<file path="src/fp_pkg.sv">
// Full power domain definitions

package fp_pkg;

	// ======================================================================
	// Bus widths and masters
	// ======================================================================
	localparam int DATA_W = 32;
	localparam int ADDR_W = 32;
	localparam int STRB_W = DATA_W / 8;		// One strobe per byte lane

	localparam int NUM_MASTERS = 3;			// 0 instr, 1 data, 2 system
	localparam int MST_IDX_W = $clog2(NUM_MASTERS);

	// ======================================================================
	// Memory map
	// ======================================================================
	localparam logic [ADDR_W-1:0] ITCM_BASE = 32'h0000_0000;
	localparam logic [ADDR_W-1:0] DTCM_BASE = 32'h0001_0000;
	localparam logic [ADDR_W-1:0] APB_BASE = 32'h4000_0000;
	localparam logic [ADDR_W-1:0] APB_REGION_MASK = 32'hFFFF_0000;	// 64 KB window

	localparam int ITCM_WORDS = 256;
	localparam int DTCM_WORDS = 64;
	localparam int NUM_APB_REGS = 16;

	// Derived region sizes and index widths
	localparam logic [ADDR_W-1:0] ITCM_BYTES = ADDR_W'(ITCM_WORDS * STRB_W);
	localparam logic [ADDR_W-1:0] DTCM_BYTES = ADDR_W'(DTCM_WORDS * STRB_W);
	localparam int ITCM_AW = $clog2(ITCM_WORDS);
	localparam int DTCM_AW = $clog2(DTCM_WORDS);
	localparam int APB_REG_AW = $clog2(NUM_APB_REGS);

	// ======================================================================
	// Bus payloads
	// ======================================================================
	typedef struct packed {
		logic sel;					// Held until ready
		logic write;
		logic [ADDR_W-1:0] addr;
		logic [DATA_W-1:0] wdata;
		logic [STRB_W-1:0] strb;
	} ahb_req_t;

	typedef struct packed {
		logic ready;				// One cycle pulse
		logic err;
		logic [DATA_W-1:0] rdata;
	} ahb_rsp_t;

	typedef struct packed {
		logic psel;
		logic penable;
		logic pwrite;
		logic [ADDR_W-1:0] paddr;	// Offset inside the window
		logic [DATA_W-1:0] pwdata;
		logic [STRB_W-1:0] pstrb;
	} apb_req_t;

	typedef struct packed {
		logic pready;
		logic pslverr;
		logic [DATA_W-1:0] prdata;
	} apb_rsp_t;

	// Decoded slave
	typedef enum logic [1:0] {ITCM, DTCM, APB, NONE} target_e;

endpackage
</file>
<file path="src/ahb_to_apb.sv">
// Synchronous AHB to APB bridge

`timescale 1ns/1ps

module ahb_to_apb (
	input  logic sys_root_clk,
	input  logic rst_n,
	input  fp_pkg::ahb_req_t ahb_req,
	output fp_pkg::ahb_rsp_t ahb_rsp,
	output fp_pkg::apb_req_t apb_req,
	input  fp_pkg::apb_rsp_t apb_rsp
);

	import fp_pkg::*;

	typedef enum logic [1:0] {
		ST_IDLE,
		ST_SETUP,		// psel only
		ST_ACCESS		// psel and penable until pready
	} br_state_e;

	br_state_e state_q;
	br_state_e state_d;
	logic done;

	// ======================================================================
	// Sequencer
	// ======================================================================
	assign done = (state_q == ST_ACCESS) && apb_rsp.pready;

	always_comb begin
		state_d = state_q;
		case (state_q)
			ST_IDLE:   if (ahb_req.sel) state_d = ST_SETUP;
			ST_SETUP:  state_d = ST_ACCESS;
			ST_ACCESS: if (apb_rsp.pready) state_d = ST_IDLE;
			default:   state_d = ST_IDLE;
		endcase
	end

	always_ff @(posedge sys_root_clk or negedge rst_n) begin
		if (!rst_n)
			state_q <= ST_IDLE;
		else
			state_q <= state_d;
	end

	// ======================================================================
	// APB side, AHB request stays stable while sel is held
	// ======================================================================
	always_comb begin
		apb_req.psel = (state_q != ST_IDLE);
		apb_req.penable = (state_q == ST_ACCESS);
		apb_req.pwrite = ahb_req.write;
		apb_req.paddr = ahb_req.addr & ~APB_REGION_MASK;	// Window offset
		apb_req.pwdata = ahb_req.wdata;
		apb_req.pstrb = ahb_req.write ? ahb_req.strb : '0;	// No strobes on reads
	end

	// AHB side
	always_comb begin
		ahb_rsp.ready = done;
		ahb_rsp.err = done && apb_rsp.pslverr;
		ahb_rsp.rdata = apb_rsp.prdata;
	end

endmodule

</file>
<file path="config.mk">
export PLATFORM = sky130hd
export DESIGN_NAME = ahb_to_apb
export DESIGN_NICKNAME = d
export VERILOG_FILES = /design/src/fp_pkg.sv /design/src/ahb_to_apb.sv
export SDC_FILE = /design/constraint.sdc
export NUM_CORES = 1
export LEC_CHECK = 0
export BUFFER_PORTS_ARGS = -buffer_cell sky130_fd_sc_hd__buf_2
export CAP_MARGIN = 20
export CORE_AREA = 2 2 81 83
export CTS_CLUSTER_DIAMETER = 150
export DETAILED_ROUTE_END_ITERATION = 7
export DIE_AREA = 0 0 83 85
export GPL_TIMING_DRIVEN = 0
export MAX_ROUTING_LAYER = met4
export SLEW_MARGIN = 15
export SYNTH_ARGS = -nofsm -noshare
export SYNTH_HDL_FRONTEND = slang
export SYNTH_SLANG_ARGS = --single-unit
</file>
<file path="constraint.sdc">
create_clock -name sys_root_clk -period 0.9 [get_ports sys_root_clk]
set_input_delay 0.045 -clock sys_root_clk [delete_from_list [all_inputs] [get_ports sys_root_clk]]
set_output_delay 0.045 -clock sys_root_clk [all_outputs]
set_load 0.05 [all_outputs]
</file>
==> impl_metrics.prom <==
# TYPE chip_impl_metric gauge
chip_impl_metric{name="timing_hold_violations_final",unit=""} 0
chip_impl_info{name="launching_point_of_the_worst_reg2reg_path",value="state_q[0]"} 1
chip_impl_info{name="worst_setup_path_end_kind",value="primary output"} 1
chip_impl_info{name="grt_setup_unrepaired",value="true"} 1
chip_impl_info{name="cts_root_buf",value="sky130_fd_sc_hd__clkbuf_8"} 1
chip_impl_metric{name="ys_seq_area_share",unit="%"} 5.714
chip_impl_info{name="tritoncts_clock_tree",value="built"} 1
chip_impl_metric{name="io-pin-count",unit=""} 211
chip_impl_info{name="critical_path_class",value="reg2out"} 1
chip_impl_metric{name="postSynthRegisterBits",unit=""} 2
chip_impl_metric{name="syn_to_final_growth",unit="%"} 86.57
chip_impl_metric{name="fmaxAchievable",unit="GHz"} 0.8826
chip_impl_info{name="cell_with_the_most_instances_after_synthesis",value="sky130_fd_sc_hd__buf_4"} 1
chip_impl_metric{name="viasPerCell",unit=""} 3.074
chip_impl_metric{name="r2r_slack",unit="ns"} 0.06
chip_impl_metric{name="gr-usage-met3",unit="%"} 2.335
chip_impl_metric{name="groute.layer.met2.usage",unit="%"} 13.42
chip_impl_metric{name="grt_antenna_before_repair",unit=""} 0
chip_impl_metric{name="postSynthCellCount",unit=""} 113
chip_impl_metric{name="layout.cells.non_filler",unit=""} 309
chip_impl_metric{name="place.detailed.hpwl",unit="mm"} 2.430
chip_impl_metric{name="detail_route.drc_violations",unit=""} 0
chip_impl_metric{name="drt_first_iter_violations",unit=""} 5
chip_impl_info{name="worst_path_dominant_cell_family",value="flip-flops"} 1
chip_impl_metric{name="worstPathMaxFanout",unit=""} 3
chip_impl_metric{name="gpl.final_weighted_congestion",unit=""} 0.8189
chip_impl_info{name="worstSetupStartpointType",value="register"} 1
chip_impl_metric{name="clock_tree.buffer_depth",unit=""} 2
chip_impl_metric{name="total_power",unit="mW"} 2.617
chip_impl_metric{name="core_area",unit="um^2"} 6205
chip_impl_metric{name="count_of_warnings_emitted_by_yosys",unit=""} 0
chip_impl_metric{name="vdd_drop_max",unit="mV"} 1.050
chip_impl_info{name="worstReg2RegEnd",value="state_q[0]"} 1
chip_impl_metric{name="dp_worst_setup_slack",unit="ns"} -0.2001
chip_impl_metric{name="wl_per_cell",unit="um"} 8.463
chip_impl_metric{name="chipHeight",unit="um"} 85
chip_impl_metric{name="detail_route.first_pass.iterations",unit=""} 2
chip_impl_info{name="synthTopCellsByCount",value="98 x sky130_fd_sc_hd__buf_4, 5 x sky130_fd_sc_hd__and2_1, 2 x sky130_fd_sc_hd__dfrtp_1"} 1
chip_impl_metric{name="place_inst",unit=""} 303
chip_impl_metric{name="floorplan.initialDensity",unit="%"} 14.12
chip_impl_metric{name="track_usage",unit="%"} 6.410
chip_impl_info{name="grt_most_used_layer",value="met2"} 1
chip_impl_metric{name="critical_path_arrival",unit="ns"} 1.09
chip_impl_metric{name="worst-endpoint-required",unit="ns"} 0.85
chip_impl_metric{name="async_flop_share",unit="%"} 100.0
chip_impl_metric{name="power_density",unit="nW/um^2"} 1601
chip_impl_metric{name="design.die.area",unit="um^2"} 7055
chip_impl_info{name="largest-register",value="state_q"} 1
chip_impl_metric{name="synth_enable_flop_cells",unit=""} 0
chip_impl_metric{name="worst_path_largest_cell_delay",unit="ns"} 0.42
chip_impl_metric{name="synth_top_area_share",unit="%"} 84.00
chip_impl_info{name="largest_registers",value="state_q x2"} 1
chip_impl_metric{name="clock-skew-final",unit="ns"} 0.0004826
chip_impl_metric{name="path_buf_inv",unit=""} 1
chip_impl_info{name="hold_class",value="in2reg"} 1
chip_impl_metric{name="syn-cell-area",unit="um^2"} 875.8
chip_impl_metric{name="clkTransAtPathRegs",unit="ns"} 0.03
chip_impl_info{name="critPathCapture",value="ahb_rsp[32]"} 1
chip_impl_metric{name="htree_levels",unit=""} 1
chip_impl_metric{name="instance_count_on_the_critical_path",unit=""} 3
chip_impl_info{name="synthTopCellsByArea",value="sky130_fd_sc_hd__buf_4 84%, sky130_fd_sc_hd__dfrtp_1 5.7%, sky130_fd_sc_hd__and2_1 3.6%, sky130_fd_sc_hd__nor2b_4 1.6%, sky130_fd_sc_hd__mux2i_1 1.1%"} 1
chip_impl_metric{name="setup_viol_count_final",unit=""} 4
chip_impl_metric{name="syn_area_per_cell",unit="um^2"} 7.751
chip_impl_metric{name="largest_register_ffs",unit=""} 2
chip_impl_metric{name="finish.net_count",unit=""} 340
chip_impl_metric{name="sum_of_routed_wire_length_over_all_layers",unit="mm"} 2.615
chip_impl_metric{name="die_x",unit="um"} 83
chip_impl_info{name="hp-start",value="ahb_req[69]"} 1
chip_impl_metric{name="min_period_over_period",unit="%"} 125.9
chip_impl_metric{name="synth_cell_type_count",unit=""} 11
chip_impl_metric{name="min_period",unit="ns"} 1.133
chip_impl_metric{name="cts-buffers-inserted",unit=""} 3
chip_impl_info{name="timing.critical_path.cells",value="nor2b_4 -> and3_4 -> buf_8"} 1
chip_impl_info{name="crit_path_top_delay_cell",value="sky130_fd_sc_hd__dfrtp_2"} 1
chip_impl_metric{name="drive_gt1_share",unit="%"} 89.22
chip_impl_metric{name="grt_max_degree",unit=""} 6
chip_impl_metric{name="fin_ws",unit="ns"} -0.2330
chip_impl_metric{name="antenna_left",unit=""} 0
chip_impl_metric{name="rr_worst_depth",unit=""} 2
chip_impl_metric{name="first_global_vias",unit=""} 838
chip_impl_metric{name="io_buffer_count",unit=""} 98
chip_impl_info{name="failed_checks",value="setup timing"} 1
chip_impl_metric{name="hold_slack",unit="ns"} 0.05643
chip_impl_metric{name="maxSlewViolCount",unit=""} 0
chip_impl_info{name="run_status",value="finished, violations left"} 1
chip_impl_metric{name="gr-total-overflow",unit=""} 0
chip_impl_metric{name="grt_first_pass_wirelength",unit="mm"} 3.608
chip_impl_metric{name="numClockSinks",unit=""} 2
chip_impl_metric{name="drv_cap",unit=""} 0
chip_impl_metric{name="clkLatencyLatePin",unit="ns"} 0.21
chip_impl_metric{name="rows",unit=""} 29
chip_impl_info{name="worst_setup_path_startpoint",value="state_q[0]"} 1
chip_impl_info{name="synth_top_cell_by_area",value="sky130_fd_sc_hd__buf_4"} 1
chip_impl_metric{name="p_leak",unit="nW"} 1.038
chip_impl_metric{name="vias",unit=""} 950
chip_impl_info{name="most_used_flip_flop_cell_after_synthesis",value="sky130_fd_sc_hd__dfrtp_1"} 1
chip_impl_metric{name="globalRouteMet1Util",unit="%"} 5.085
chip_impl_metric{name="diodes",unit=""} 0
-- stage by stage --
| step | instance area (um^2) | util, % | TNS, ns |
|---|---|---|---|
| after CTS | 1622 | 26.13 | -0.8305 |
| after floorplan | 940.9 | - | -0.4252 |
| after global placement | 1528 | 24.62 | -0.3271 |
| after detailed placement | 1528 | 24.62 | -0.3504 |
| final | 1634 | 26.34 | -0.7929 |
| after global routing | 1634 | 26.34 | -0.9333 |
-- worst min path at each step --
stage,to,slack [ns],cells past startpoint
floorplan,state_q[0],-0.25,0
global placement,state_q[1],-0.17,1
detailed placement,state_q[1],-0.17,1
CTS,state_q[0],0.06,3
global route,state_q[0],0.07,3
finish,state_q[0],0.06,3
-- power by group --
group	switching (mW)	internal [mW]	total (mW)
logic	1.34	0.757	2.10
registers	0.0409	0.129	0.170
clock network	0.0676	0.283	0.350
-- logic make-up after synthesis --
group | after synthesis | synth area share (%)
buffers and inverters | 99 | 84.43
flip-flops | 2 | 5.715
AND/OR/NAND/NOR | 10 | 8.287
multiplexers | 1 | 1.143
other | 1 | 0.4282
-- cells in the final DEF (no fill, tap or decap) --
master,n
sky130_fd_sc_hd__dfrtp_1,1
sky130_fd_sc_hd__mux2i_1,1
sky130_fd_sc_hd__inv_1,1
sky130_fd_sc_hd__dfrtp_2,1
sky130_fd_sc_hd__buf_2,94
sky130_fd_sc_hd__nor2b_4,1
sky130_fd_sc_hd__and3_4,1
sky130_fd_sc_hd__and2_1,4
sky130_fd_sc_hd__or2_4,1
sky130_fd_sc_hd__dlygate4sd3_1,1
sky130_fd_sc_hd__buf_8,4
sky130_fd_sc_hd__buf_4,100
sky130_fd_sc_hd__conb_1,16
sky130_fd_sc_hd__nand2b_1,1
sky130_fd_sc_hd__and2_4,1
sky130_fd_sc_hd__clkbuf_8,3
sky130_fd_sc_hd__nor2_2,1
-- per-layer routing --
metal | part of all wire, % | routed length, um
met1 | 25 | 647
met3 | 17 | 445
met4 | 0 | 0
met2 | 58 | 1522
met5 | 0 | 0
-- final cells by class --
cell class / count / area (um^2)
buffer: 97 / 728.2
clock buffer: 3 / 41.29
tap: 77 / 96.34
fill: 666 / 4571
multi-input combinational: 27 / 150.1
sequential: 2 / 51.30
inverter: 1 / 3.754
timing repair buffer: 102 / 563.0
-- worst register-to-register path: stages, from the launching register on --
cell,delay (ns)
sky130_fd_sc_hd__dfrtp_2,0.42
sky130_fd_sc_hd__or2_4,0.27
sky130_fd_sc_hd__nor2_2,0.08
-- what timing repair did --
action | CTS | global route
pin swaps | 2 | 1
endpoints found under the hold margin | 2 | 0
buffers inserted | 2 | 1
endpoints found under the setup margin | 4 | 4
hold buffers | 1 | 0
resized for setup | 12 | 2
Power figures use the tool's default switching activity.
