$ cat src/fp_pkg.sv
// Full power domain definitions

package fp_pkg;

	// ======================================================================
	// Bus widths and masters
	// ======================================================================
	localparam int DATA_W = 32;
	localparam int ADDR_W = 32;
	localparam int STRB_W = DATA_W / 8;		// One strobe per byte lane

	localparam int NUM_MASTERS = 3;			// 0 instr, 1 data, 2 system
	localparam int MST_IDX_W = $clog2(NUM_MASTERS);

	// ======================================================================
	// Memory map
	// ======================================================================
	localparam logic [ADDR_W-1:0] ITCM_BASE = 32'h0000_0000;
	localparam logic [ADDR_W-1:0] DTCM_BASE = 32'h0001_0000;
	localparam logic [ADDR_W-1:0] APB_BASE = 32'h4000_0000;
	localparam logic [ADDR_W-1:0] APB_REGION_MASK = 32'hFFFF_0000;	// 64 KB window

	localparam int ITCM_WORDS = 256;
	localparam int DTCM_WORDS = 64;
	localparam int NUM_APB_REGS = 16;

	// Derived region sizes and index widths
	localparam logic [ADDR_W-1:0] ITCM_BYTES = ADDR_W'(ITCM_WORDS * STRB_W);
	localparam logic [ADDR_W-1:0] DTCM_BYTES = ADDR_W'(DTCM_WORDS * STRB_W);
	localparam int ITCM_AW = $clog2(ITCM_WORDS);
	localparam int DTCM_AW = $clog2(DTCM_WORDS);
	localparam int APB_REG_AW = $clog2(NUM_APB_REGS);

	// ======================================================================
	// Bus payloads
	// ======================================================================
	typedef struct packed {
		logic sel;					// Held until ready
		logic write;
		logic [ADDR_W-1:0] addr;
		logic [DATA_W-1:0] wdata;
		logic [STRB_W-1:0] strb;
	} ahb_req_t;

	typedef struct packed {
		logic ready;				// One cycle pulse
		logic err;
		logic [DATA_W-1:0] rdata;
	} ahb_rsp_t;

	typedef struct packed {
		logic psel;
		logic penable;
		logic pwrite;
		logic [ADDR_W-1:0] paddr;	// Offset inside the window
		logic [DATA_W-1:0] pwdata;
		logic [STRB_W-1:0] pstrb;
	} apb_req_t;

	typedef struct packed {
		logic pready;
		logic pslverr;
		logic [DATA_W-1:0] prdata;
	} apb_rsp_t;

	// Decoded slave
	typedef enum logic [1:0] {ITCM, DTCM, APB, NONE} target_e;

endpackage
$ cat src/ahb_matrix.sv
// Shared bus interconnect

`timescale 1ns/1ps

module ahb_matrix (
	input  logic sys_root_clk,
	input  logic rst_n,
	input  fp_pkg::ahb_req_t mst_req [fp_pkg::NUM_MASTERS],
	output fp_pkg::ahb_rsp_t mst_rsp [fp_pkg::NUM_MASTERS],
	output fp_pkg::ahb_req_t tcm_req,
	output fp_pkg::target_e  tcm_target,
	input  fp_pkg::ahb_rsp_t tcm_rsp,
	output fp_pkg::ahb_req_t apb_br_req,
	input  fp_pkg::ahb_rsp_t apb_br_rsp
);

	import fp_pkg::*;

	logic [NUM_MASTERS-1:0] grant;
	logic done;
	logic busy_q;				// Latched transfer in flight
	ahb_req_t gnt_req;
	ahb_req_t cur_req_q;
	target_e cur_tgt_q;
	ahb_rsp_t sel_rsp;

	// Address decode, unsigned wrap keeps the range check to one compare
	function automatic target_e decode(input logic [ADDR_W-1:0] addr);
		target_e t;

		if ((addr - ITCM_BASE) < ITCM_BYTES)
			t = ITCM;
		else if ((addr - DTCM_BASE) < DTCM_BYTES)
			t = DTCM;
		else if ((addr & APB_REGION_MASK) == APB_BASE)
			t = APB;
		else
			t = NONE;
		return t;
	endfunction

	bus_arbiter u_bus_arbiter (
		.sys_root_clk	(sys_root_clk),
		.rst_n			(rst_n),
		.req			({mst_req[2].sel, mst_req[1].sel, mst_req[0].sel}),
		.done			(done),
		.grant			(grant)
	);

	// ======================================================================
	// Request capture
	// ======================================================================
	always_comb begin
		gnt_req = '0;
		for (int m = 0; m < NUM_MASTERS; m++)
			if (grant[m])
				gnt_req = mst_req[m];
	end

	always_ff @(posedge sys_root_clk or negedge rst_n) begin
		if (!rst_n) begin
			busy_q <= 1'b0;
			cur_tgt_q <= NONE;
		end else if (busy_q) begin
			if (done)
				busy_q <= 1'b0;
		end else if (|grant) begin
			busy_q <= 1'b1;
			cur_tgt_q <= decode(gnt_req.addr);	// Decoded once per transfer
		end
	end

	always_ff @(posedge sys_root_clk) begin
		if (!busy_q && |grant)
			cur_req_q <= gnt_req;
	end

	// ======================================================================
	// Slave requests and response return
	// ======================================================================
	always_comb begin
		tcm_req = cur_req_q;
		tcm_req.sel = busy_q && (cur_tgt_q == ITCM || cur_tgt_q == DTCM);
		apb_br_req = cur_req_q;
		apb_br_req.sel = busy_q && cur_tgt_q == APB;
	end

	assign tcm_target = cur_tgt_q;

	always_comb begin
		case (cur_tgt_q)
			ITCM, DTCM: sel_rsp = tcm_rsp;
			APB:        sel_rsp = apb_br_rsp;
			default:    sel_rsp = '{ready: 1'b1, err: 1'b1, rdata: '0};	// Unmapped
		endcase
	end

	assign done = busy_q && sel_rsp.ready;

	// Only the owner sees the response
	always_comb begin
		for (int m = 0; m < NUM_MASTERS; m++)
			mst_rsp[m] = (busy_q && grant[m]) ? sel_rsp : '0;
	end

endmodule

$ cat src/bus_arbiter.sv
// Round-robin bus arbiter

`timescale 1ns/1ps

module bus_arbiter (
	input  logic sys_root_clk,
	input  logic rst_n,
	input  logic [fp_pkg::NUM_MASTERS-1:0] req,		// Held sel of each master
	input  logic done,								// Transfer finished
	output logic [fp_pkg::NUM_MASTERS-1:0] grant	// One-hot, held until done
);

	import fp_pkg::*;

	logic [MST_IDX_W-1:0] last_q;		// Master served last
	logic [MST_IDX_W-1:0] next_idx;
	logic [NUM_MASTERS-1:0] next_grant;

	// ======================================================================
	// Next winner, searching from the master after last_q
	// ======================================================================
	always_comb begin
		int idx;

		next_grant = '0;
		next_idx = last_q;
		// Walk backwards so the closest requester wins
		for (int k = NUM_MASTERS; k >= 1; k--) begin
			idx = (int'(last_q) + k) % NUM_MASTERS;
			if (req[idx]) begin
				next_grant = '0;
				next_grant[idx] = 1'b1;
				next_idx = MST_IDX_W'(idx);
			end
		end
	end

	// Grant register
	always_ff @(posedge sys_root_clk or negedge rst_n) begin
		if (!rst_n) begin
			grant <= '0;
			last_q <= MST_IDX_W'(NUM_MASTERS - 1);	// Master 0 goes first
		end else if (|grant) begin
			if (done)
				grant <= '0;		// Bus idle for one cycle, stale sel drops
		end else if (|req) begin
			grant <= next_grant;
			last_q <= next_idx;
		end
	end

endmodule

$ cat config.mk
export PLATFORM = sky130hd
export DESIGN_NAME = ahb_matrix
export DESIGN_NICKNAME = d
export VERILOG_FILES = /design/src/fp_pkg.sv /design/src/ahb_matrix.sv /design/src/bus_arbiter.sv
export SDC_FILE = /design/constraint.sdc
export NUM_CORES = 1
export LEC_CHECK = 0
export BUFFER_PORTS_ARGS = -buffer_cell sky130_fd_sc_hd__buf_2
export CORE_AREA = 2 2 206 208
export DETAILED_ROUTE_END_ITERATION = 8
export DIE_AREA = 0 0 208 210
export GPL_ROUTABILITY_DRIVEN = 0
export PLACE_DENSITY = 0.46
export SLEW_MARGIN = 20
export SYNTH_ARGS = -nofsm -noshare
export SYNTH_HDL_FRONTEND = slang
export SYNTH_SLANG_ARGS = --single-unit
$ cat constraint.sdc
create_clock -name sys_root_clk -period 12.7 [get_ports sys_root_clk]
set_input_delay 3.81 -clock sys_root_clk [delete_from_list [all_inputs] [get_ports sys_root_clk]]
set_output_delay 3.81 -clock sys_root_clk [all_outputs]
set_load 0.01 [all_outputs]
==> key figures, run 1 <==
Run status
  • Status: finished, final reports clean

Clock tree
  • Worst skew pair latency: 360 ps
  • CTS buffer count: 9
  • CTS Sinks: 77
  • Deepest clock path buffer count: 2
  • CTS tree: done
  • Root Driver: clkbuf_16
  • Hold bufs inserted after CTS: 0
  • Post_cts resized: 0
  • Postcts setup bufs: 0
  • Clk slew on worst S/H paths: 60 ps
  • CTS HTree Levels: 3

Worst setup path
  • Cell mode on critical path: buf_2
  • CP Max Fanout: 3
  • Register-to-Register Path Depth: 5
  • Slowest stage cell, crit path: a21oi_1
  • Reg2reg setup slack: 9200 ps
  • Crit path DAT: 4720 ps
  • CP Cell Sequence: buf_2 -> nor2b_1 -> a21oi_1 -> nor2_1 -> buf_2
  • Worst r2r dst: apb_br_req[12]
  • Startpoint types: primary input
  • Buf/Inv on CP: 2
  • Slowest stage delay, CP: 440 ps
  • Delay-heaviest family, CP: compound AO/OA/AOI/OAI gates
  • Reg2reg start: u_bus_arbiter.grant[2]
  • CP endpoint kind: primary output
  • Setup CP Type: in2out
  • Crit path required time: 8890 ps

Logic synthesis
  • Synthesized area: 5650 um^2
  • Top-area cell type share of the netlist area: 0.367
  • YS warnings: 0
  • Most frequent cell after synthesis: nor2_1
  • Flip-flop and latch count after synthesis: 77
  • Mapped Cells: 678
  • Sequential-to-total area share from yosys stat: 0.403
  • Fraction of registers with async set/reset: 0.104
  • Area leader, netlist: edfxtp_1
  • Mean cell area of the mapped netlist: 8.33 um^2
  • Synth area leaders: edfxtp_1 (37%), buf_4 (9.3%), nor2_1 (7.6%), a22oi_1 (7.0%), o21ai_0 (4.9%)
  • Post-synth EDFFs: 69
  • Main synth FF type: edfxtp_1
  • Syn Nets: 962
  • Netlist cell types: 49
  • Synth cell count leaders: nor2_1 (115), buf_4 (70), edfxtp_1 (69)

Finish
  • Layout cell share with drive strength beyond 1: 0.515
  • Storage cell area: 2280 um^2
  • Area grow syn2layout: 52.2%
  • Area of the multi-input gates: 2580 um^2
  • # fillers: 4,644
  • Nets@finish: 1,377

Placement
  • # port buffers: 523
  • DP Wirelength: 22.9 mm

Route
  • DRC viols: 0
  • Post-route ant nets: 0
  • Vias post-DR: 6,446
  • Drt total wl: 28.0 mm
  • Drt pass-1 iters: 4
  • DRT iter0 DRCs: 270
  • Drt via density: 3.93
  • Post-DR wirelength/cell: 17.1 um

Timing
  • Final Hold Fails: 0
  • Final Cycle Share: 0.671
  • Slew Limit Fails: 0
  • FMAX: 117 MHz
  • Worst-Margin Slew: 831 ps
  • Final Critical Period: 8530 ps
  • Slew headroom: 0.446
  • Final Skew: 12.9 ps
  • Unrepaired setup endpoints after global routing: no
  • Final setup TNS: 0 ps
  • Setup-failing EPs final: 0

Global route
  • Total GRT Usage: 0.121
  • Most Crowded Layer GR: met2
  • Vias in the first global route: 6,416
  • Met2 Use GR: 0.230
  • Grt met3 use: 0.0282
  • Initial antenna violation count: 5
  • GRT Residual Overflow: 0
  • First-pass GRT wire length: 39.2 mm
  • Grt met1 use: 0.134
  • Largest net degree at the start of global routing: 65

Power
  • Maximum VDD drop: 82.6 uV
  • Power, Total: 1.84 mW
  • LEAKAGE: 3.92 nW
  • Pwr Density: 214 nW/um^2

Floorplanning
  • Core Rows: 75
  • I/O pin count: 524
  • Die Span Y: 210 um
  • Starting density of the core: 0.136
  • Core area: 41,500 um^2
  • Die Wd: 208 um
  • Full die area: 43,700 um^2

Min path
  • Hold Path Class: reg2reg
  • Worst Hold Launch: tcm_target[0]
  • Hold Path Sink: tcm_target[0]
  • WHS Path Cells: 2

Run
  • Max-cap violations: 0
## worst max path at each step
stage	from	end	slack [ps]	cells past startpoint
after floorplan	tcm_rsp[33]	mst_rsp[101]	4580	2
final	tcm_rsp[18]	mst_rsp[86]	4170	5
after CTS	tcm_rsp[33]	mst_rsp[101]	4190	4
after detailed placement	tcm_rsp[33]	mst_rsp[101]	4190	4
after global routing	tcm_rsp[33]	mst_rsp[101]	4080	4
after global placement	tcm_rsp[33]	mst_rsp[33]	4170	4
## registers in the layout, indices dropped and copies added (netlist names)
| name | count |
|---|---|
| tcm_target | 2 |
| busy_q | 1 |
| u_bus_arbiter.grant | 3 |
| u_bus_arbiter.last_q | 2 |
| apb_br_req | 69 |
## per-stage QoR
stage	cells	utilization	setup WS, ps	area (um^2)	hold WS (ps)
after floorplan	678	-	4580	5650	515
after global placement	1621	0.199	4170	8250	552
after detailed placement	1621	0.199	4190	8260	543
after CTS	1637	0.207	4190	8600	566
after global routing	1639	0.207	4080	8600	599
final	1639	0.207	4170	8600	568
## worst reg2reg max path, delay by kind of cell (launching register included)
family | cells | cell delay, ps
buffers and inverters | 3 | 1780
DFF | 1 | 430
and+or+nand+nor | 2 | 820
## layout by cell type, fill, tap and decap left out, types with 4 or more instances in the layout
cell	netlist	layout
a21oi_1	50	50
a22oi_1	53	53
a2bb2oi_1	13	13
a31oi_1	4	4
buf_2	4	523
buf_4	70	9
clkbuf_16	0	9
edfxtp_1	69	69
ha_1	4	4
inv_1	7	7
mux2i_1	4	4
nand2_1	68	67
nand2b_1	4	4
nand3b_1	17	17
nor2_1	115	114
nor2b_1	35	34
nor3_1	7	7
o21ai_0	55	55
## routing by layer
layer / part of all wire / up-vias
met5: 0 / -
met4: 0.017 / 0
met3: 0.065 / 22
met2: 0.52 / 335
met1: 0.40 / 2939
li1: - / 3150
## cell type report
cell class	count	area share
repair buffers	532	0.312
flip-flops and latches	77	0.265
well taps	539	0.0784
inverters	8	0.00378
multi-input cells	465	0.300
diodes	2	0.000582
clock inverters	6	0.0129
clock buffers	10	0.0266
## logic make-up after synthesis
family,Yosys count,synth area share
multiplexers,5,0.00908
flip-flops,77,0.403
adder cells (fa/ha/maj),5,0.0106
buffers and inverters,136,0.143
AND/OR/NAND/NOR,258,0.211
AO/OA/AOI/OAI,197,0.223
## power breakdown
group	total, mW	leakage [nW]	switching (mW)	internal (mW)
clock network	0.301	0.163	0.108	0.192
logic	0.965	3.00	0.625	0.340
registers	0.573	0.765	0.0961	0.477
No activity file was read; power rests on OpenSTA's default activity.
==> run 2, diff against run 1 <==
--- a/config.mk
+++ b/config.mk
@@ -6,11 +6,11 @@
 export NUM_CORES = 1
 export LEC_CHECK = 0
 export BUFFER_PORTS_ARGS = -buffer_cell sky130_fd_sc_hd__buf_2
-export CORE_AREA = 2 2 206 208
+export CORE_AREA = 2 2 204 206
 export DETAILED_ROUTE_END_ITERATION = 8
-export DIE_AREA = 0 0 208 210
+export DIE_AREA = 0 0 206 208
 export GPL_ROUTABILITY_DRIVEN = 0
-export PLACE_DENSITY = 0.46
+export PLACE_DENSITY = 0.48
 export SLEW_MARGIN = 20
 export SYNTH_ARGS = -nofsm -noshare
 export SYNTH_HDL_FRONTEND = slang
==> constraint.sdc (replaced) <==
create_clock -name sys_root_clk -period 7.2 [get_ports sys_root_clk]
set_input_delay 2.16 -clock sys_root_clk [delete_from_list [all_inputs] [get_ports sys_root_clk]]
set_output_delay 2.16 -clock sys_root_clk [all_outputs]
set_load 0.01 [all_outputs]
==> run 2 against run 1 <==
  * Global-route usage up 0.40 points
  * Final cell count fell by 0.43%
  * Sequential power increased by 82%
  * Total power grew 72%
  * Cell area shrank 0.63%
  * Die area shrank 1.9%
  * First-iteration DRC count increased by 15%
  * Hold slack lost 20 ps
  * Worst setup slack got worse by 2300 ps
  * Critical path depth shrank 1
  * Critical path type unchanged
  * Highest routed layer unchanged
==> key figures, run 2 (synthesized netlist as in run 1, its figures left out) <==
Run status
  • Status: finished, final reports clean

Global route
  • Largest net degree at the start of global routing: 84 (+29%)
  • GRT Residual Overflow: 0 (unchanged)
  • Total GRT Usage: 0.126 (+0.00402)
  • Initial antenna violation count: 4 (-1)
  • Vias in the first global route: 6,343 (-1.1%)
  • First-pass GRT wire length: 39.2 mm (about the same)

Worst setup path
  • CP Max Fanout: 7 (+4)
  • Startpoint types: primary input
  • Crit path required time: 5040 ps (-3850 ps)
  • Setup CP Type: in2out
  • Crit path DAT: 3120 ps (-1600 ps)
  • CP endpoint kind: primary output

Floorplanning
  • Die Wd: 206 um (-0.96%)
  • Starting density of the core: 0.139 (+0.00310)
  • Full die area: 42,800 um^2 (-1.9%)
  • Die Span Y: 208 um (-0.95%)
  • Core area: 40,600 um^2 (-2.2%)
  • Core Rows: 74 (-1.3%)
  • I/O pin count: 524 (unchanged)

Timing
  • Final Skew: 7.43 ps (-5.49 ps)
  • Final Hold Fails: 0 (unchanged)
  • Worst setup margin: 1920 ps (-2260 ps)
  • Final Critical Period: 5280 ps
  • Slew Limit Fails: 0 (unchanged)
  • Hold Slack: 548 ps (-20.2 ps)
  • Setup-failing EPs final: 0 (unchanged)
  • Unrepaired setup endpoints after global routing: no
  • Final setup TNS: 0 ps (unchanged)
  • FMAX: 189 MHz
  • Worst-Margin Slew: 1010 ps (+174 ps)
  • Final Cycle Share: 0.734
  • Slew headroom: 0.330 (-0.116)

Placement
  • Dpl ws: 1940 ps (-2250 ps)
  • # port buffers: 523 (unchanged)
  • DP Wirelength: 23.4 mm (+2.1%)

Clock tree
  • Post_cts resized: 0 (unchanged)
  • CTS HTree Levels: 3 (unchanged)
  • CTS buffer count: 9 (unchanged)
  • Deepest clock path buffer count: 2 (unchanged)
  • Postcts setup bufs: 0 (unchanged)
  • Hold bufs inserted after CTS: 0 (unchanged)
  • Clk slew on worst S/H paths: 60 ps (about the same)
  • Worst skew pair latency: 350 ps (about the same)
  • CTS Sinks: 77 (unchanged)
  • CTS tree: done
  • Root Driver: clkbuf_16

Finish
  • Area grow syn2layout: 51.3%
  • Nets@finish: 1,378 (+0.073%)
  • Layout cell share with drive strength beyond 1: 0.514 (about the same)
  • # fillers: 4,574 (-1.5%)
  • Storage cell area: 2280 um^2 (unchanged)
  • Most frequent cells in the layout: buf_2 (523), nor2_1 (114), edfxtp_1 (69)
  • Max FFs per register: 69 (unchanged)
  • Commonest non-fill, non-tap cell in the layout: buf_2
  • Area of the multi-input gates: 2580 um^2 (about the same)

Route
  • Vias post-DR: 6,553 (+1.7%)
  • Post-DR wirelength/cell: 17.5 um (+2.1%)
  • DRT iter0 DRCs: 311 (+15%)
  • DRC viols: 0 (unchanged)
  • Drt via density: 4.02 (+2.1%)
  • Drt total wl: 28.5 mm (+1.7%)
  • Drt pass-1 iters: 4 (unchanged)
  • Post-route ant nets: 0 (unchanged)

Power
  • Pwr Density: 369 nW/um^2 (+73%)
  • LEAKAGE: 3.90 nW (-0.52%)
  • Maximum VDD drop: 157 uV (+90%)

Run
  • Max-cap violations: 0 (unchanged)

Min path
  • Hold Path Class: reg2reg
==> run 2: worst max-delay path: stages <==
cell and delay [ps]:
buf_2 120, o221ai_1 510, nor2_1 150, buf_2 180
==> run 2: metal layers <==
layer | routed length [um] | track usage
met1 | 10900 | 0.133
met2 | 14800 | 0.240
met3 | 2030 | 0.0269
met4 | 772 | 0.0438
met5 | 0 | 0
==> run 2: power by group <==
part           internal (mW)  switching [mW]
Clock                  0.268           0.191
Sequential             0.843           0.194
Combinational          0.603            1.06
Total                   1.71            1.44
==> run 2: final cells by class <==
cell class	count	area share
diodes	1	0.000293
flip-flops and latches	77	0.267
repair buffers	533	0.315
well taps	532	0.0779
clock inverters	6	0.00746
inverters	8	0.00381
multi-input cells	465	0.302
clock buffers	10	0.0268
==> run 2: metrics by stage <==
stage	instance area [um^2]	total power, mW	instances	utilization
2_1_floorplan	5650	2.18	678	-
3_3_place_gp	8250	2.75	1615	0.204
3_5_place_dp	8250	2.76	1615	0.204
4_1_cts	8550	3.24	1631	0.211
5_1_grt	8550	3.42	1632	0.211
6_report	8550	3.16	1632	0.211
==> run 2: worst paths after layout <==
check                                       startpoint                      end  slack, ps  cells past startpoint
max in group asynchronous                        rst_n  u_bus_arbiter.last_q[1]       5300                      1
worst min register to register           tcm_target[0]            tcm_target[0]        550                      2
worst max register to register  u_bus_arbiter.grant[1]            tcm_target[1]       3800                      8
worst min-delay path                     tcm_target[0]            tcm_target[0]        550                      2
worst max-delay path                       tcm_rsp[33]             mst_rsp[101]       1920                      4
min in group asynchronous                        rst_n  u_bus_arbiter.last_q[0]       1650                      1
==> run 3, diff against run 2 <==
--- a/config.mk
+++ b/config.mk
@@ -6,11 +6,11 @@
 export NUM_CORES = 1
 export LEC_CHECK = 0
 export BUFFER_PORTS_ARGS = -buffer_cell sky130_fd_sc_hd__buf_2
-export CORE_AREA = 2 2 204 206
+export CORE_AREA = 2 2 205 207
 export DETAILED_ROUTE_END_ITERATION = 8
-export DIE_AREA = 0 0 206 208
+export DIE_AREA = 0 0 207 209
 export GPL_ROUTABILITY_DRIVEN = 0
-export PLACE_DENSITY = 0.48
+export PLACE_DENSITY = 0.46
 export SLEW_MARGIN = 20
 export SYNTH_ARGS = -nofsm -noshare
 export SYNTH_HDL_FRONTEND = slang
==> constraint.sdc (replaced) <==
create_clock -name sys_root_clk -period 5 [get_ports sys_root_clk]
set_input_delay 1.5 -clock sys_root_clk [delete_from_list [all_inputs] [get_ports sys_root_clk]]
set_output_delay 1.5 -clock sys_root_clk [all_outputs]
set_load 0.01 [all_outputs]
==> run 3 against run 2 <==
  * Routed wire length rose by 0.69%
  * First-iteration DRC count grew 8.7%
  * Largest power group unchanged
  * Global-route usage is essentially flat
  * Hold slack gained 4.6 ps
  * Non-clock buffer count grew 2
  * Clock-buffer cell count decreased by 1
  * Register-to-register slack worse by 1900 ps
  * Core utilization shrank 0.27 points
  * Combinational power rose by 46%
  * Final cell count up 0.80%
==> key figures, run 3 (synthesized netlist as in run 1, its figures left out) <==
Run status
  • Status: finished, final reports clean

Worst setup path
  • Setup CP Type: in2out
  • Startpoint types: primary input
  • Slowest stage cell, crit path: a21oi_1
  • Reg2reg setup slack: 1920 ps (-1880 ps)
  • CP endpoint kind: primary output
  • Cell mode on critical path: buf_2
  • Buf/Inv on CP: 2 (unchanged)
  • Crit path DAT: 2330 ps (-790 ps)
  • Delay-heaviest family, CP: compound AO/OA/AOI/OAI gates
  • Slowest stage delay, CP: 330 ps (-180 ps)
  • CP Cell Sequence: buf_2 -> nor2b_1 -> a21oi_1 -> nor2_1 -> buf_2
  • Crit path required time: 3500 ps (-1540 ps)
  • CP Max Fanout: 3 (-4)

Global route
  • Largest net degree at the start of global routing: 69 (-18%)
  • First-pass GRT wire length: 40.3 mm (+2.7%)
  • Total GRT Usage: 0.126 (+0.000450)
  • Initial antenna violation count: 8 (+4)
  • Vias in the first global route: 6,455 (+1.8%)
  • GRT Residual Overflow: 0 (unchanged)

Timing
  • Slew headroom: 0.337 (+0.00727)
  • Final Hold Fails: 0 (unchanged)
  • Final Cycle Share: 0.766
  • Final Skew: 5.96 ps (-1.47 ps)
  • Setup-failing EPs final: 0 (unchanged)
  • FMAX: 261 MHz
  • Slew Limit Fails: 0 (unchanged)
  • Worst-Margin Slew: 992 ps (-13.3 ps)
  • Unrepaired setup endpoints after global routing: no
  • Final setup TNS: 0 ps (unchanged)
  • Final Critical Period: 3830 ps

Route
  • Drt pass-1 iters: 4 (unchanged)
  • DRT iter0 DRCs: 338 (+8.7%)
  • Drt total wl: 28.7 mm (+0.69%)
  • Post-route ant nets: 0 (unchanged)
  • DRC viols: 0 (unchanged)
  • Drt via density: 4.00 (-0.31%)
  • Post-DR wirelength/cell: 17.4 um (-0.10%)
  • Vias post-DR: 6,585 (+0.49%)

Clock tree
  • Root Driver: clkbuf_16
  • CTS buffer count: 9 (unchanged)
  • CTS tree: done
  • Deepest clock path buffer count: 2 (unchanged)
  • Post_cts resized: 0 (unchanged)
  • Worst skew pair latency: 350 ps (about the same)
  • Hold bufs inserted after CTS: 0 (unchanged)
  • Postcts setup bufs: 0 (unchanged)
  • Clk slew on worst S/H paths: 60 ps (about the same)
  • CTS HTree Levels: 3 (unchanged)
  • CTS Sinks: 77 (unchanged)

Placement
  • DP Wirelength: 23.5 mm (+0.24%)
  • # port buffers: 523 (unchanged)
  • Placed Area: 8290 um^2 (+0.44%)

Power
  • Internal Dissipation: 2.48 mW (+45%)
  • Maximum VDD drop: 154 uV (-1.8%)
  • Pwr Density: 534 nW/um^2 (+45%)
  • Sw frac: 0.460 (+0.00260)
  • Sequential Power Share: 0.328 (about the same)
  • Clk pwr share: 0.145 (about the same)
  • Combinational power share: 0.527 (about the same)
  • Psw: 2.11 mW (+46%)
  • LEAKAGE: 3.91 nW (+0.24%)

Finish
  • Area grow syn2layout: 52.1%
  • Most frequent cells in the layout: buf_2 (523), nor2_1 (114), edfxtp_1 (69)
  • Final Util: 0.208 (-0.00267)
  • Commonest non-fill, non-tap cell in the layout: buf_2
  • Layout cell share with drive strength beyond 1: 0.515 (+0.000883)
  • Fin area: 8590 um^2 (+0.53%)
  • Max FFs per register: 69 (unchanged)
  • Nets@finish: 1,380 (+0.15%)

Floorplanning
  • Core area: 41,300 um^2 (+1.8%)
  • I/O pin count: 524 (unchanged)
  • Die Wd: 207 um (+0.49%)
  • Full die area: 43,300 um^2 (+0.97%)
  • Starting density of the core: 0.137 (-0.00248)
  • Die Span Y: 209 um (+0.48%)
  • Core Rows: 75 (+1.4%)

Run
  • Max-cap violations: 0 (unchanged)

Min path
  • Hold Path Class: reg2reg
[run 3: power by group through the flow]
stage	combinational [mW]	clock [mW]	sequential (mW)
6_report	2.42	0.665	1.50
5_1_grt	2.63	0.731	1.56
4_1_cts	2.47	0.702	1.53
3_5_place_dp	2.47	0	1.53
3_3_place_gp	2.47	0	1.53
2_1_floorplan	1.60	0	1.55
[run 3: final cells by class]
cell class                      instances  area [um^2]
Antenna cell                            5         12.5
Clock buffer                            9          225
Clock inverter                          7         66.3
Fill cell                            4617        32700
Inverter                                8         32.5
Multi-Input combinational cell        465         2580
Sequential cell                        77         2280
Tap cell                              539          674
Timing Repair Buffer                  535         2720
[run 3: layer usage]
metal / track usage / vias to the layer above / wire [um]
li1: - / 3160 / -
met1: 0.139 / 3011 / 11300
met2: 0.224 / 369 / 14300
met3: 0.0362 / 41 / 2120
met4: 0.0569 / 4 / 988
met5: 0 / - / 24
[run 3: tightest hold or removal path: stages, from the launching register on]
cell and delay, ps:
dfstp_2 390, nor2_1 100, a31oi_1 50
[run 3: final timing paths]
kind,startpoint,to,cells after the start
max in group asynchronous,rst_n,u_bus_arbiter.last_q[1],1
worst min-delay path,tcm_target[0],tcm_target[0],2
min in group asynchronous,rst_n,u_bus_arbiter.last_q[0],1
worst max register to register,u_bus_arbiter.grant[1],tcm_target[1],7
worst min register to register,tcm_target[0],tcm_target[0],2
worst max-delay path,tcm_rsp[30],mst_rsp[64],5
[run 3: metrics by stage]
| step | hold slack (ps) | power, mW | cells | setup WS (ps) |
|---|---|---|---|---|
| 2_1_floorplan | 515 | 3.14 | 678 | 416 |
| 3_3_place_gp | 545 | 4.00 | 1624 | 1140 |
| 3_5_place_dp | 534 | 4.00 | 1624 | 1160 |
| 4_1_cts | 557 | 4.70 | 1640 | 1130 |
| 5_1_grt | 604 | 4.92 | 1640 | 1040 |
| 6_report | 552 | 4.59 | 1645 | 1170 |
